`config.mk`:
```
export PLATFORM = sky130hd
export DESIGN_NAME = ddr_bridge_top
export DESIGN_NICKNAME = d
export VERILOG_FILES = /design/src/hw/ddr_bridge_pkg.sv /design/src/hw/ddr_bridge_top.sv /design/src/hw/rsp_merge.sv /design/src/hw/ddr_mem_port.sv /design/src/hw/ctrl_regs.sv /design/src/hw/bus_decoder.sv
export SDC_FILE = /design/constraint.sdc
export NUM_CORES = 1
export LEC_CHECK = 0
export BUFFER_PORTS_ARGS = -buffer_cell sky130_fd_sc_hd__buf_4
export CORE_AREA = 4 4 148 150
export CTS_CLUSTER_DIAMETER = 150
export DETAILED_ROUTE_END_ITERATION = 6
export DIE_AREA = 0 0 152 154
export HOLD_SLACK_MARGIN = 0.12
export PLACE_DENSITY_LB_ADDON = 0.3
export SYNTH_ARGS = -nofsm -noshare
export SYNTH_HDL_FRONTEND = slang
export SYNTH_SLANG_ARGS = --single-unit
```
`constraint.sdc`:
```
create_clock -name ddr_clk_0 -period 2.65 [get_ports ddr_clk_0]
set_input_delay 0.1325 -clock ddr_clk_0 [delete_from_list [all_inputs] [get_ports ddr_clk_0]]
set_output_delay 0.1325 -clock ddr_clk_0 [all_outputs]
set_load 0.01 [all_outputs]
```
`src/hw/ddr_bridge_pkg.sv`:
```
package ddr_bridge_pkg;

  // host bus
  typedef logic [31:0] bus_addr_t;
  typedef logic [15:0] bus_data_t;
  typedef logic [1:0]  bus_sel_t;

  // controller application side
  typedef logic [30:0]  ddr_addr_t;
  typedef logic [127:0] ddr_data_t;
  typedef logic [15:0]  ddr_mask_t;   // set bit = byte not written
  typedef logic [2:0]   ddr_cmd_t;

  typedef logic [7:0] page_t;

  // halfword lane within a 16 byte line, also the register index
  typedef logic [2:0] lane_t;
  typedef logic [2:0] reg_idx_t;

  localparam ddr_cmd_t DDR_CMD_WRITE = 3'd0;
  localparam ddr_cmd_t DDR_CMD_READ  = 3'd1;

  // 64 KB regions, bits 31:16 select
  localparam bus_addr_t REG_BASE = 32'h0002_0000;
  localparam bus_addr_t MEM_BASE = 32'h0003_0000;

  localparam bus_data_t BRIDGE_ID = 16'hDD52;

  localparam reg_idx_t REG_IDX_ID     = 3'd0;
  localparam reg_idx_t REG_IDX_STATUS = 3'd1;
  localparam reg_idx_t REG_IDX_PAGE   = 3'd2;

  function automatic logic region_hit(bus_addr_t addr, bus_addr_t base);
    return addr[31:16] == base[31:16];
  endfunction

endpackage
```
`src/hw/ddr_bridge_top.sv`:
```
`timescale 1ns/1ps

module ddr_bridge_top #(
  parameter int PAGE_BITS = $bits(ddr_bridge_pkg::page_t)
) (
  input  logic                      ddr_clk_0,
  input  logic                      reset_i,
  input  logic                      req_valid_i,
  output logic                      req_ready_o,
  input  logic                      req_we_i,
  input  ddr_bridge_pkg::bus_addr_t req_addr_i,
  input  ddr_bridge_pkg::bus_data_t req_wdata_i,
  input  ddr_bridge_pkg::bus_sel_t  req_sel_i,
  output logic                      rsp_valid_o,
  input  logic                      rsp_ready_i,
  output ddr_bridge_pkg::bus_data_t rsp_data_o,
  output logic                      rsp_err_o,
  output ddr_bridge_pkg::ddr_cmd_t  af_cmd_o,
  output ddr_bridge_pkg::ddr_addr_t af_addr_o,
  output logic                      af_wren_o,
  input  logic                      af_afull_i,
  output ddr_bridge_pkg::ddr_data_t df_data_o,
  output ddr_bridge_pkg::ddr_mask_t df_mask_o,
  output logic                      df_wren_o,
  input  logic                      df_afull_i,
  input  ddr_bridge_pkg::ddr_data_t rd_data_i,
  input  logic                      rd_dvalid_i,
  input  logic                      phy_ready_i
);
  import ddr_bridge_pkg::*;

  logic                 reg_sel;
  logic                 mem_sel;
  logic                 decode_err;
  logic                 acc_we;
  bus_addr_t            acc_addr;
  bus_data_t            acc_wdata;
  bus_sel_t             acc_sel;
  logic                 reg_done;
  bus_data_t            reg_rdata;
  logic [PAGE_BITS-1:0] page;
  logic                 mem_done;
  bus_data_t            mem_rdata;
  logic                 mem_err;
  logic                 rsp_fire;

  bus_decoder u_bus_decoder (
    .ddr_clk_0(ddr_clk_0), .reset_i(reset_i),
    .req_valid_i(req_valid_i), .req_ready_o(req_ready_o),
    .req_we_i(req_we_i), .req_addr_i(req_addr_i),
    .req_wdata_i(req_wdata_i), .req_sel_i(req_sel_i),
    .rsp_fire_i(rsp_fire),
    .reg_sel_o(reg_sel), .mem_sel_o(mem_sel), .decode_err_o(decode_err),
    .acc_we_o(acc_we), .acc_addr_o(acc_addr),
    .acc_wdata_o(acc_wdata), .acc_sel_o(acc_sel)
  );

  ctrl_regs #(
    .PAGE_BITS(PAGE_BITS)
  ) u_ctrl_regs (
    .ddr_clk_0(ddr_clk_0), .reset_i(reset_i),
    .reg_sel_i(reg_sel), .acc_we_i(acc_we), .acc_addr_i(acc_addr),
    .acc_wdata_i(acc_wdata), .acc_sel_i(acc_sel),
    .phy_ready_i(phy_ready_i),
    .reg_done_o(reg_done), .reg_rdata_o(reg_rdata), .page_o(page)
  );

  ddr_mem_port #(
    .PAGE_BITS(PAGE_BITS)
  ) u_ddr_mem_port (
    .ddr_clk_0(ddr_clk_0), .reset_i(reset_i),
    .mem_sel_i(mem_sel), .acc_we_i(acc_we), .acc_addr_i(acc_addr),
    .acc_wdata_i(acc_wdata), .acc_sel_i(acc_sel), .page_i(page),
    .af_cmd_o(af_cmd_o), .af_addr_o(af_addr_o), .af_wren_o(af_wren_o),
    .af_afull_i(af_afull_i),
    .df_data_o(df_data_o), .df_mask_o(df_mask_o), .df_wren_o(df_wren_o),
    .df_afull_i(df_afull_i),
    .rd_data_i(rd_data_i), .rd_dvalid_i(rd_dvalid_i), .phy_ready_i(phy_ready_i),
    .mem_done_o(mem_done), .mem_rdata_o(mem_rdata), .mem_err_o(mem_err)
  );

  rsp_merge u_rsp_merge (
    .ddr_clk_0(ddr_clk_0), .reset_i(reset_i),
    .reg_done_i(reg_done), .reg_rdata_i(reg_rdata),
    .mem_done_i(mem_done), .mem_rdata_i(mem_rdata), .mem_err_i(mem_err),
    .decode_err_i(decode_err),
    .rsp_ready_i(rsp_ready_i), .rsp_valid_o(rsp_valid_o),
    .rsp_data_o(rsp_data_o), .rsp_err_o(rsp_err_o), .rsp_fire_o(rsp_fire)
  );

endmodule

```
`src/hw/rsp_merge.sv`:
```
`timescale 1ns/1ps

module rsp_merge (
  input  logic                      ddr_clk_0,
  input  logic                      reset_i,
  input  logic                      reg_done_i,
  input  ddr_bridge_pkg::bus_data_t reg_rdata_i,
  input  logic                      mem_done_i,
  input  ddr_bridge_pkg::bus_data_t mem_rdata_i,
  input  logic                      mem_err_i,
  input  logic                      decode_err_i,
  input  logic                      rsp_ready_i,
  output logic                      rsp_valid_o,
  output ddr_bridge_pkg::bus_data_t rsp_data_o,
  output logic                      rsp_err_o,
  output logic                      rsp_fire_o
);
  import ddr_bridge_pkg::*;

  logic any_done;
  logic err_in;

  assign any_done   = reg_done_i || mem_done_i || decode_err_i;
  assign err_in     = decode_err_i || (mem_done_i && mem_err_i);
  assign rsp_fire_o = rsp_valid_o && rsp_ready_i;

  always_ff @(posedge ddr_clk_0) begin
    if (reset_i) begin
      rsp_valid_o <= 1'b0;
    end else if (any_done) begin
      rsp_valid_o <= 1'b1;
    end else if (rsp_fire_o) begin
      rsp_valid_o <= 1'b0;
    end
  end

  always_ff @(posedge ddr_clk_0) begin
    if (any_done) begin
      rsp_err_o <= err_in;
      if (err_in) rsp_data_o <= '0;
      else if (mem_done_i) rsp_data_o <= mem_rdata_i;
      else rsp_data_o <= reg_rdata_i;
    end
  end

  // only one access in flight across decoder, regs and mem port
  a_one_source: assert property (@(posedge ddr_clk_0) disable iff (reset_i)
    $onehot0({reg_done_i, mem_done_i, decode_err_i}));

  a_rsp_hold: assert property (@(posedge ddr_clk_0) disable iff (reset_i)
    (rsp_valid_o && !rsp_ready_i) |=>
      (rsp_valid_o && $stable(rsp_data_o) && $stable(rsp_err_o)));

endmodule

```
`src/hw/ddr_mem_port.sv`:
```
`timescale 1ns/1ps

module ddr_mem_port #(
  parameter int PAGE_BITS = $bits(ddr_bridge_pkg::page_t)
) (
  input  logic                      ddr_clk_0,
  input  logic                      reset_i,
  input  logic                      mem_sel_i,
  input  logic                      acc_we_i,
  input  ddr_bridge_pkg::bus_addr_t acc_addr_i,
  input  ddr_bridge_pkg::bus_data_t acc_wdata_i,
  input  ddr_bridge_pkg::bus_sel_t  acc_sel_i,
  input  logic [PAGE_BITS-1:0]      page_i,
  output ddr_bridge_pkg::ddr_cmd_t  af_cmd_o,
  output ddr_bridge_pkg::ddr_addr_t af_addr_o,
  output logic                      af_wren_o,
  input  logic                      af_afull_i,
  output ddr_bridge_pkg::ddr_data_t df_data_o,
  output ddr_bridge_pkg::ddr_mask_t df_mask_o,
  output logic                      df_wren_o,
  input  logic                      df_afull_i,
  input  ddr_bridge_pkg::ddr_data_t rd_data_i,
  input  logic                      rd_dvalid_i,
  input  logic                      phy_ready_i,
  output logic                      mem_done_o,
  output ddr_bridge_pkg::bus_data_t mem_rdata_o,
  output logic                      mem_err_o
);
  import ddr_bridge_pkg::*;

  typedef enum logic [2:0] {
    ST_IDLE,
    ST_CMD,
    ST_DATA0,
    ST_DATA1,
    ST_RD0,
    ST_RD1,
    ST_DONE
  } state_t;

  state_t    state_q;
  lane_t     lane;
  ddr_data_t line_data;
  ddr_mask_t line_mask;

  assign lane = acc_addr_i[3:1];

  // page above the line index, burst of four so 3 low zero bits
  assign af_addr_o = ddr_addr_t'({page_i, acc_addr_i[15:4], 3'b000});
  assign af_cmd_o  = acc_we_i ? DDR_CMD_WRITE : DDR_CMD_READ;

  assign line_data = ddr_data_t'(acc_wdata_i) << {lane, 4'b0000};
  assign line_mask = ~(ddr_mask_t'(acc_sel_i) << {lane, 1'b0});

  // second word of the burst carries nothing
  assign df_data_o = (state_q == ST_DATA0) ? line_data : '0;
  assign df_mask_o = (state_q == ST_DATA0) ? line_mask : '1;

  assign af_wren_o  = (state_q == ST_CMD) && !af_afull_i;
  assign df_wren_o  = ((state_q == ST_DATA0) || (state_q == ST_DATA1)) && !df_afull_i;
  assign mem_done_o = (state_q == ST_DONE);

  always_ff @(posedge ddr_clk_0) begin
    if (reset_i) begin
      state_q   <= ST_IDLE;
      mem_err_o <= 1'b0;
    end else begin
      case (state_q)
        ST_IDLE: begin
          if (mem_sel_i) begin
            mem_err_o <= !phy_ready_i;
            state_q   <= phy_ready_i ? ST_CMD : ST_DONE;   // no DDR traffic if not ready
          end
        end
        ST_CMD: begin
          if (!af_afull_i) state_q <= acc_we_i ? ST_DATA0 : ST_RD0;
        end
        ST_DATA0: begin
          if (!df_afull_i) state_q <= ST_DATA1;
        end
        ST_DATA1: begin
          if (!df_afull_i) state_q <= ST_DONE;
        end
        ST_RD0: begin
          if (rd_dvalid_i) state_q <= ST_RD1;
        end
        ST_RD1: begin
          if (rd_dvalid_i) state_q <= ST_DONE;   // second word dropped
        end
        ST_DONE: state_q <= ST_IDLE;
        default: state_q <= ST_IDLE;
      endcase
    end
  end

  always_ff @(posedge ddr_clk_0) begin
    if (state_q == ST_IDLE && mem_sel_i) begin
      mem_rdata_o <= '0;                                // writes answer zero
    end else if (state_q == ST_RD0 && rd_dvalid_i) begin
      mem_rdata_o <= rd_data_i[{lane, 4'b0000} +: 16];
    end
  end

  // a new access only lands on an idle port
  a_sel_idle: assert property (@(posedge ddr_clk_0) disable iff (reset_i)
    mem_sel_i |-> (state_q == ST_IDLE));

  a_rd_expected: assert property (@(posedge ddr_clk_0) disable iff (reset_i)
    rd_dvalid_i |-> (state_q == ST_RD0 || state_q == ST_RD1));   // no stray read data

endmodule

```
`src/hw/ctrl_regs.sv`:
```
`timescale 1ns/1ps

module ctrl_regs #(
  parameter int PAGE_BITS = $bits(ddr_bridge_pkg::page_t)
) (
  input  logic                      ddr_clk_0,
  input  logic                      reset_i,
  input  logic                      reg_sel_i,
  input  logic                      acc_we_i,
  input  ddr_bridge_pkg::bus_addr_t acc_addr_i,
  input  ddr_bridge_pkg::bus_data_t acc_wdata_i,
  input  ddr_bridge_pkg::bus_sel_t  acc_sel_i,
  input  logic                      phy_ready_i,
  output logic                      reg_done_o,
  output ddr_bridge_pkg::bus_data_t reg_rdata_o,
  output logic [PAGE_BITS-1:0]      page_o
);
  import ddr_bridge_pkg::*;

  reg_idx_t idx;
  logic     page_wr;

  assign idx     = acc_addr_i[3:1];
  assign page_wr = reg_sel_i && acc_we_i && (idx == REG_IDX_PAGE);

  always_ff @(posedge ddr_clk_0) begin
    if (reset_i) begin
      reg_done_o <= 1'b0;
      page_o     <= '0;
    end else begin
      reg_done_o <= reg_sel_i;
      if (page_wr) begin
        for (int i = 0; i < PAGE_BITS; i++) begin
          if (acc_sel_i[i / 8]) page_o[i] <= acc_wdata_i[i];   // per byte lane
        end
      end
    end
  end

  // read mux, other writes just complete
  always_ff @(posedge ddr_clk_0) begin
    if (reg_sel_i) begin
      case (idx)
        REG_IDX_ID:     reg_rdata_o <= BRIDGE_ID;
        REG_IDX_STATUS: reg_rdata_o <= bus_data_t'(phy_ready_i);
        REG_IDX_PAGE:   reg_rdata_o <= bus_data_t'(page_o);
        default:        reg_rdata_o <= '0;
      endcase
    end
  end

endmodule

```
`src/hw/bus_decoder.sv`:
```
`timescale 1ns/1ps

module bus_decoder (
  input  logic                      ddr_clk_0,
  input  logic                      reset_i,
  input  logic                      req_valid_i,
  output logic                      req_ready_o,
  input  logic                      req_we_i,
  input  ddr_bridge_pkg::bus_addr_t req_addr_i,
  input  ddr_bridge_pkg::bus_data_t req_wdata_i,
  input  ddr_bridge_pkg::bus_sel_t  req_sel_i,
  input  logic                      rsp_fire_i,
  output logic                      reg_sel_o,
  output logic                      mem_sel_o,
  output logic                      decode_err_o,
  output logic                      acc_we_o,
  output ddr_bridge_pkg::bus_addr_t acc_addr_o,
  output ddr_bridge_pkg::bus_data_t acc_wdata_o,
  output ddr_bridge_pkg::bus_sel_t  acc_sel_o
);
  import ddr_bridge_pkg::*;

  typedef enum logic {ST_IDLE, ST_BUSY} state_t;

  state_t state_q;
  logic   accept;
  logic   hit_reg;
  logic   hit_mem;

  assign req_ready_o = (state_q == ST_IDLE);
  assign accept      = req_valid_i && req_ready_o;
  assign hit_reg     = region_hit(req_addr_i, REG_BASE);
  assign hit_mem     = region_hit(req_addr_i, MEM_BASE);

  always_ff @(posedge ddr_clk_0) begin
    if (reset_i) begin
      state_q      <= ST_IDLE;
      reg_sel_o    <= 1'b0;
      mem_sel_o    <= 1'b0;
      decode_err_o <= 1'b0;
    end else begin
      reg_sel_o    <= accept && hit_reg;
      mem_sel_o    <= accept && hit_mem;
      decode_err_o <= accept && !hit_reg && !hit_mem;   // unmapped
      case (state_q)
        ST_IDLE: if (accept) state_q <= ST_BUSY;
        ST_BUSY: if (rsp_fire_i) state_q <= ST_IDLE;
        default: state_q <= ST_IDLE;
      endcase
    end
  end

  // request held here until the next accept
  always_ff @(posedge ddr_clk_0) begin
    if (accept) begin
      acc_we_o    <= req_we_i;
      acc_addr_o  <= req_addr_i;
      acc_wdata_o <= req_wdata_i;
      acc_sel_o   <= req_sel_i;
    end
  end

  // a response only ends an access that is in flight
  a_fire_busy: assert property (@(posedge ddr_clk_0) disable iff (reset_i)
    rsp_fire_i |-> (state_q == ST_BUSY));

endmodule

```
Word level (Yosys, flattened, before mapping). Cells that the tools add are included.

Flip-flop bits (word level): 102. Input port bits: 187. Output and inout port bits: 199. Word-level logic and storage cells: 85.

Equality and inequality tests: 16. Shift-type cells: 3. Muxes and demuxes: 19. Bitwise logic cells: 2. Reductions and logical operators: 28.

Operators with widths (number): $mux 128 (1); $shiftx 128x8->16 (1); $shl 16x7->128 (1); $pmux 16 s3 (1); $eq 16x2->1 const B (2); $mux 16 (2); $mux 3 (8); $pmux 3 s6 (1); $not 16->16 (1); $shl 2x4->16 (1); $logic_and 1x1->1 (13); $ne 2x2->1 const B (6); $eq 3x2->1 const B (3); $eq 3x3->1 const B (3); $eq 3x1->1 const B (2); $logic_not 3->1 (2); $reduce_and 6->1 (1); $logic_not 1->1 (5); $mux 1 (5); $logic_or 1x1->1 (4); $reduce_and 2->1 (2); $pmux 1 s2 (1); $reduce_bool 2->1 (1); $not 1->1 (1).

Longest topological paths before layout.
Depth after elaboration: 4. Mapped depth: 7. Mapped depth without buffers: 4.

Cells and area by module. From an unflattened synthesis, not the netlist that was laid out.

Cell total of the unflattened synthesis: 634. Area total of the unflattened synthesis: 6632.6 µm².

By module, submodules not included: ddr_mem_port (instances 1, cells an instance 413, area an instance 3128.0 µm², seq. area each 400.4 µm²); bus_decoder (instances 1, cells an instance 70, area an instance 1752.9 µm², seq. area each 1611.5 µm²); rsp_merge (instances 1, cells an instance 78, area an instance 912.1 µm², seq. area each 530.5 µm²); ctrl_regs (instances 1, cells an instance 73, area an instance 839.6 µm², seq. area each 450.4 µm²).

Worst setup path before layout. No wires, ideal clock.

Path kind: reg2reg. Start: reg u_bus_decoder.state_q. End: reg u_bus_decoder.mem_sel_o. Setup time: 0.065 ns. Arrival time: 2.338 ns. Data required time: 2.585 ns. Slack: 0.247 ns. Cell stages (with the launch flop): 5. Path buffers: 0. Clock period less this slack: 2.403 ns. Cell sequence: dfxtp_1 nor2b_1 nor2b_1 nand3_1 nor2_1.

Word-level cells in the longest chain between the ends: 3.

Ends and longest elaborated chain: start, declared (RTL line bus_decoder.sv:25) `state_t state_q;`; start signal, assigned (RTL line bus_decoder.sv:37) `state_q <= ST_IDLE;`; start signal, assigned (RTL line bus_decoder.sv:46) `ST_IDLE: if (accept) state_q <= ST_BUSY;`; start signal, assigned (RTL line bus_decoder.sv:47) `ST_BUSY: if (rsp_fire_i) state_q <= ST_IDLE;`; $not 1->1 (RTL line bus_decoder.sv:30) `assign req_ready_o = (state_q == ST_IDLE);`; $logic_and 1x1->1 (RTL line bus_decoder.sv:31) `assign accept = req_valid_i && req_ready_o;`; via u_bus_decoder.accept (RTL line bus_decoder.sv:26) `logic accept;`; $logic_and 1x1->1 (RTL line bus_decoder.sv:43) `mem_sel_o <= accept && hit_mem;`; end signal, assigned (RTL line bus_decoder.sv:43); end, declared (RTL line bus_decoder.sv:14) `output logic mem_sel_o,`.

The timed path passes the listed nets, and every way through them passes these cells. A chain may end at the register's enable or synchronous reset.

Worst setup path in the final report.
Start: reg u_ddr_mem_port.state_q[1]. End: out df_data_o[115].

Word-level cells in the longest chain between the ends: 2.

Ends and longest elaborated chain: start, declared (RTL line ddr_mem_port.sv:41) `state_t state_q;`; start signal, assigned (RTL line ddr_mem_port.sv:72) `state_q <= phy_ready_i ? ST_CMD : ST_DONE;`; start signal, assigned (RTL line ddr_mem_port.sv:76) `if (!af_afull_i) state_q <= acc_we_i ? ST_DATA0 : ST_RD0;`; $eq 3x2->1 (RTL line ddr_mem_port.sv:56) `assign df_data_o = (state_q == ST_DATA0) ? line_data : '0;`; $mux 128 (RTL line ddr_mem_port.sv:56); end, declared (RTL line ddr_bridge_top.sv:22) `output ddr_bridge_pkg::ddr_data_t df_data_o,`.

No other way between the ends.

==> impl_metrics.csv <==
group,metric,value,unit
synth,synth_seq_cells,94,
drt,wl,22.4,mm
drt,met2WireLength,11.5,mm
timing,fmax,439,MHz
setup_path,crit_arrival,2.15,ns
drt,drt_iter0_drc,296,
timing,postLayoutSetupSlackWorst,0.370,ns
synth,ys_seq_area_frac,0.431,
timing,tightest_slew,0.754,ns
timing,hold_viol,0,
hold_path,hold_path_class,"input pin to register",
synth,syn_area_per_cell,10.2,sq um
setup_path,critPathMaxFanout,18,
timing,layout_min_cycle_time,2.28,ns
floorplan,start_util,0.278,
power,powerDensity,388,nW/um^2
synth,async_reset_ff_frac,0,
floorplan,die_area,23400,sq um
hold_path,hp-start,"rd_data_i[14]",
synth,synth_edf_count,60,
clock_network,cts_tree,"built",
floorplan,die_w,152,microns
timing,rsz0062_at_grt,"no",
setup_path,critPathRequiredTime,2.52,ns
synth,synth_cell_types,55,
setup_path,r2r_setup_slack,0.57,ns
drt,wl_met1,8.81,mm
clock_network,cts_sinks,94,
clock_network,clk_pin_slew,0.07,ns
setup_path,startpoint_type,"register",
grt,grt_max_degree,51,
drt,vias,5697,
floorplan,fp.dieH,154,microns
grt,grt_pass1_wl,34.2,mm
grt,track_usage,0.184,
placement,numPortBuffers,371,
hold_path,worst_hold_path.num_cells,4,
placement,placed_area,8670,sq um
floorplan,coreArea,20700,sq um
clock_network,clk_latency,0.34,ns
floorplan,num_rows,53,
timing,final.period_utilization,0.860,
synth,ys.flop_type,"edfxtp_1",
setup_path,crit_type,"register to output pin",
clock_network,cts_root_buf,"clkbuf_16",
clock_network,clk_path_buf_depth,2,
placement,place_hpwl,17.5,mm
grt,grt_overflow,0,
timing,fin_skew,0.00452,ns
timing,drv_slew,0,
run,maxCapViolCount,0,
power,seqPwrFrac,0.476,
floorplan,io-pin-count,386,
drt,drcViolationCount,0,
setup_path,timing.rr.end,"u_ddr_mem_port.mem_rdata_o[14]",
power,vdd_ir_drop_max,279,uV
hold_path,min_to,"u_ddr_mem_port.mem_rdata_o[14]",
grt,grt_pass1_vias,6107,
synth,yosysWarnings,0,
power,p_clk_frac,0.361,
power,sw_frac_of_total,0.244,
power,cellLeakagePower,0.00422,uW
synth,netlist_instances,563,
final_layout,final_area,9400,sq um
power,p_comb_frac,0.163,
drt,highest_layer,"met4",
drt,wl_met3,1.68,mm
final_layout,final_nets,1144,
power,switchingPower,889,uW
grt,antenna_found_initial,0,
timing,relSlewSlack,0.496,
final_layout,syn2layout_area_growth,63.4,%
setup_path,cp-end-kind,"output pin",
timing,setup_tns,0,ns
power,p_int,2760,uW
placement,dp_worst_setup_slack,0.595,ns
clock_network,htreeDepth,3,
drt,ant_nets,0,
clock_network,cts_inserted_buffers,9,
setup_path,reg2regPathDepth,4,
final_layout,drive_above_1_share,0.482,
drt,wl_per_cell,18.1,microns
drt,dr.pass1.iters,4,
timing,setup_viol,0,
drt,via_per_inst,4.60,
placement,gp_congestion,0.813,
outcome,outcome,"finished clean",
setup_path,reg2reg_from,"u_ddr_mem_port.state_q[2]",
synth,netlist_area,5750,sq um
## Yosys cell counts, types with 2 or more instances
cell type	number	area (sq um)
mux2_2	27	304
a31oi_1	2	12.5
nor2b_1	7	43.8
o21ai_0	3	15.0
nor4b_1	4	35.0
clkbuf_1	2	7.51
nand2_1	51	191
nor4_1	2	12.5
edfxtp_1	60	1800
a21oi_1	23	115
inv_1	9	33.8
nand3_1	4	20.0
nor3_1	3	15.0
a211oi_1	3	22.5
dfxtp_1	34	681
nor2_4	2	22.5
buf_1	3	11.3
nor4_4	4	85.1
buf_2	17	85.1
buf_6	4	45.0
o22ai_1	16	100
buf_4	35	263
mux2_1	3	33.8
and2_1	132	826
mux4_2	15	338
nor2_1	41	154
mux2i_1	11	110
nand2b_1	5	31.3
o31ai_1	15	113
## critical path, cell delays in order (launching register included)
cell and delay, ns:
dfxtp_1 0.60, and2b_1 0.28, nand2_2 0.18, nor2_4 0.42, and2_1 0.20, buf_4 0.13
## stage by stage
step / power (uW) / hold WS (ns) / cells / util
2_1_floorplan: 2010 / 0.202 / 575 / -
3_3_place_gp: 2310 / 0.302 / 1178 / 0.419
3_5_place_dp: 2320 / 0.304 / 1178 / 0.419
4_1_cts: 3700 / 0.149 / 1237 / 0.454
5_1_grt: 3820 / 0.175 / 1237 / 0.454
6_report: 3650 / 0.164 / 1238 / 0.455
## state kept, by name (all words and copies together) (netlist names)
name and count:
u_bus_decoder.acc_wdata_o 16, u_ddr_mem_port.mem_rdata_o 16, u_rsp_merge.rsp_data_o 16, u_bus_decoder.acc_addr_o 15
u_ctrl_regs.reg_rdata_o 9, u_ctrl_regs.page_o 8, u_ddr_mem_port.state_q 3, u_bus_decoder.acc_sel_o 2
u_bus_decoder.acc_we_o 1, u_bus_decoder.decode_err_o 1, u_bus_decoder.mem_sel_o 1, u_bus_decoder.reg_sel_o 1
u_bus_decoder.state_q 1, u_ctrl_regs.reg_done_o 1, u_ddr_mem_port.mem_err_o 1, u_rsp_merge.rsp_err_o 1
u_rsp_merge.rsp_valid_o 1
## area by class of cell
class	instances	area [sq um]
Fill cell	1985	11300
Timing Repair Buffer	432	3360
Multi-Input combinational cell	410	2880
Sequential cell	94	2480
Tap cell	275	344
Clock buffer	10	229
Clock inverter	6	70.1
Inverter	10	37.5
Antenna cell	1	2.50
## worst max-delay path by stage
stage,start,end,slack [ns],cells past startpoint
2_1_floorplan,u_bus_decoder.state_q,u_bus_decoder.mem_sel_o,0.25,4
3_3_place_gp,u_ddr_mem_port.state_q[2],u_ddr_mem_port.mem_rdata_o[14],0.65,4
3_5_place_dp,u_ddr_mem_port.state_q[2],u_ddr_mem_port.mem_rdata_o[14],0.59,4
4_1_cts,u_bus_decoder.acc_addr_o[3],df_data_o[73],0.35,6
5_1_grt,u_ddr_mem_port.state_q[1],df_data_o[115],0.19,5
6_report,u_ddr_mem_port.state_q[1],df_data_o[115],0.37,5
## cells by family after synthesis
family	share of synthesized area
AO/OA/AOI/OAI	0.0785
buffers and inverters	0.0781
flip-flops	0.431
multiplexers	0.137
other	0.000652
AND/OR/NAND/NOR	0.275
## repair_timing
item,4_1_cts,5_1_grt
hold endpoints to repair,52,0
buffers inserted,0,0
hold buffers,43,0
resized for setup,0,0
## per-layer routing
metal | GRT usage | vias up
li1 | - | 2710
met1 | 0.220 | 2674
met2 | 0.324 | 281
met3 | 0.0597 | 32
met4 | 0.0432 | 0
met5 | 0 | -
## cell usage in the layout, fill, tap and decap left out, types with 2 or more instances in the layout
cell type	count
mux2i_1	11
mux4_2	15
nor3_1	3
a211oi_1	3
mux2_2	27
nand2b_1	5
nor4_4	4
nor2_1	41
edfxtp_1	60
dfxtp_1	34
nor4b_1	4
o21ai_0	3
a31oi_1	2
nand3_1	4
inv_1	9
clkbuf_16	9
nor2b_1	6
dlygate4sd3_1	43
and2_1	132
buf_4	388
o31ai_1	15
a21oi_1	23
o22ai_1	16
nor4_1	2
nand2_1	51
mux2_1	3
clkinvlp_4	2
nor2_4	2
conb_1	13
## power groups by stage
stage                     Clock (uW)  Sequential, uW  Combinational [uW]
final                           1320            1740                 594
after floorplan                    0            1730                 279
after global routing            1430            1750                 645
after CTS                       1360            1740                 601
after detailed placement           0            1770                 547
after global placement             0            1770                 538
(Power assumes the default switching activity.)
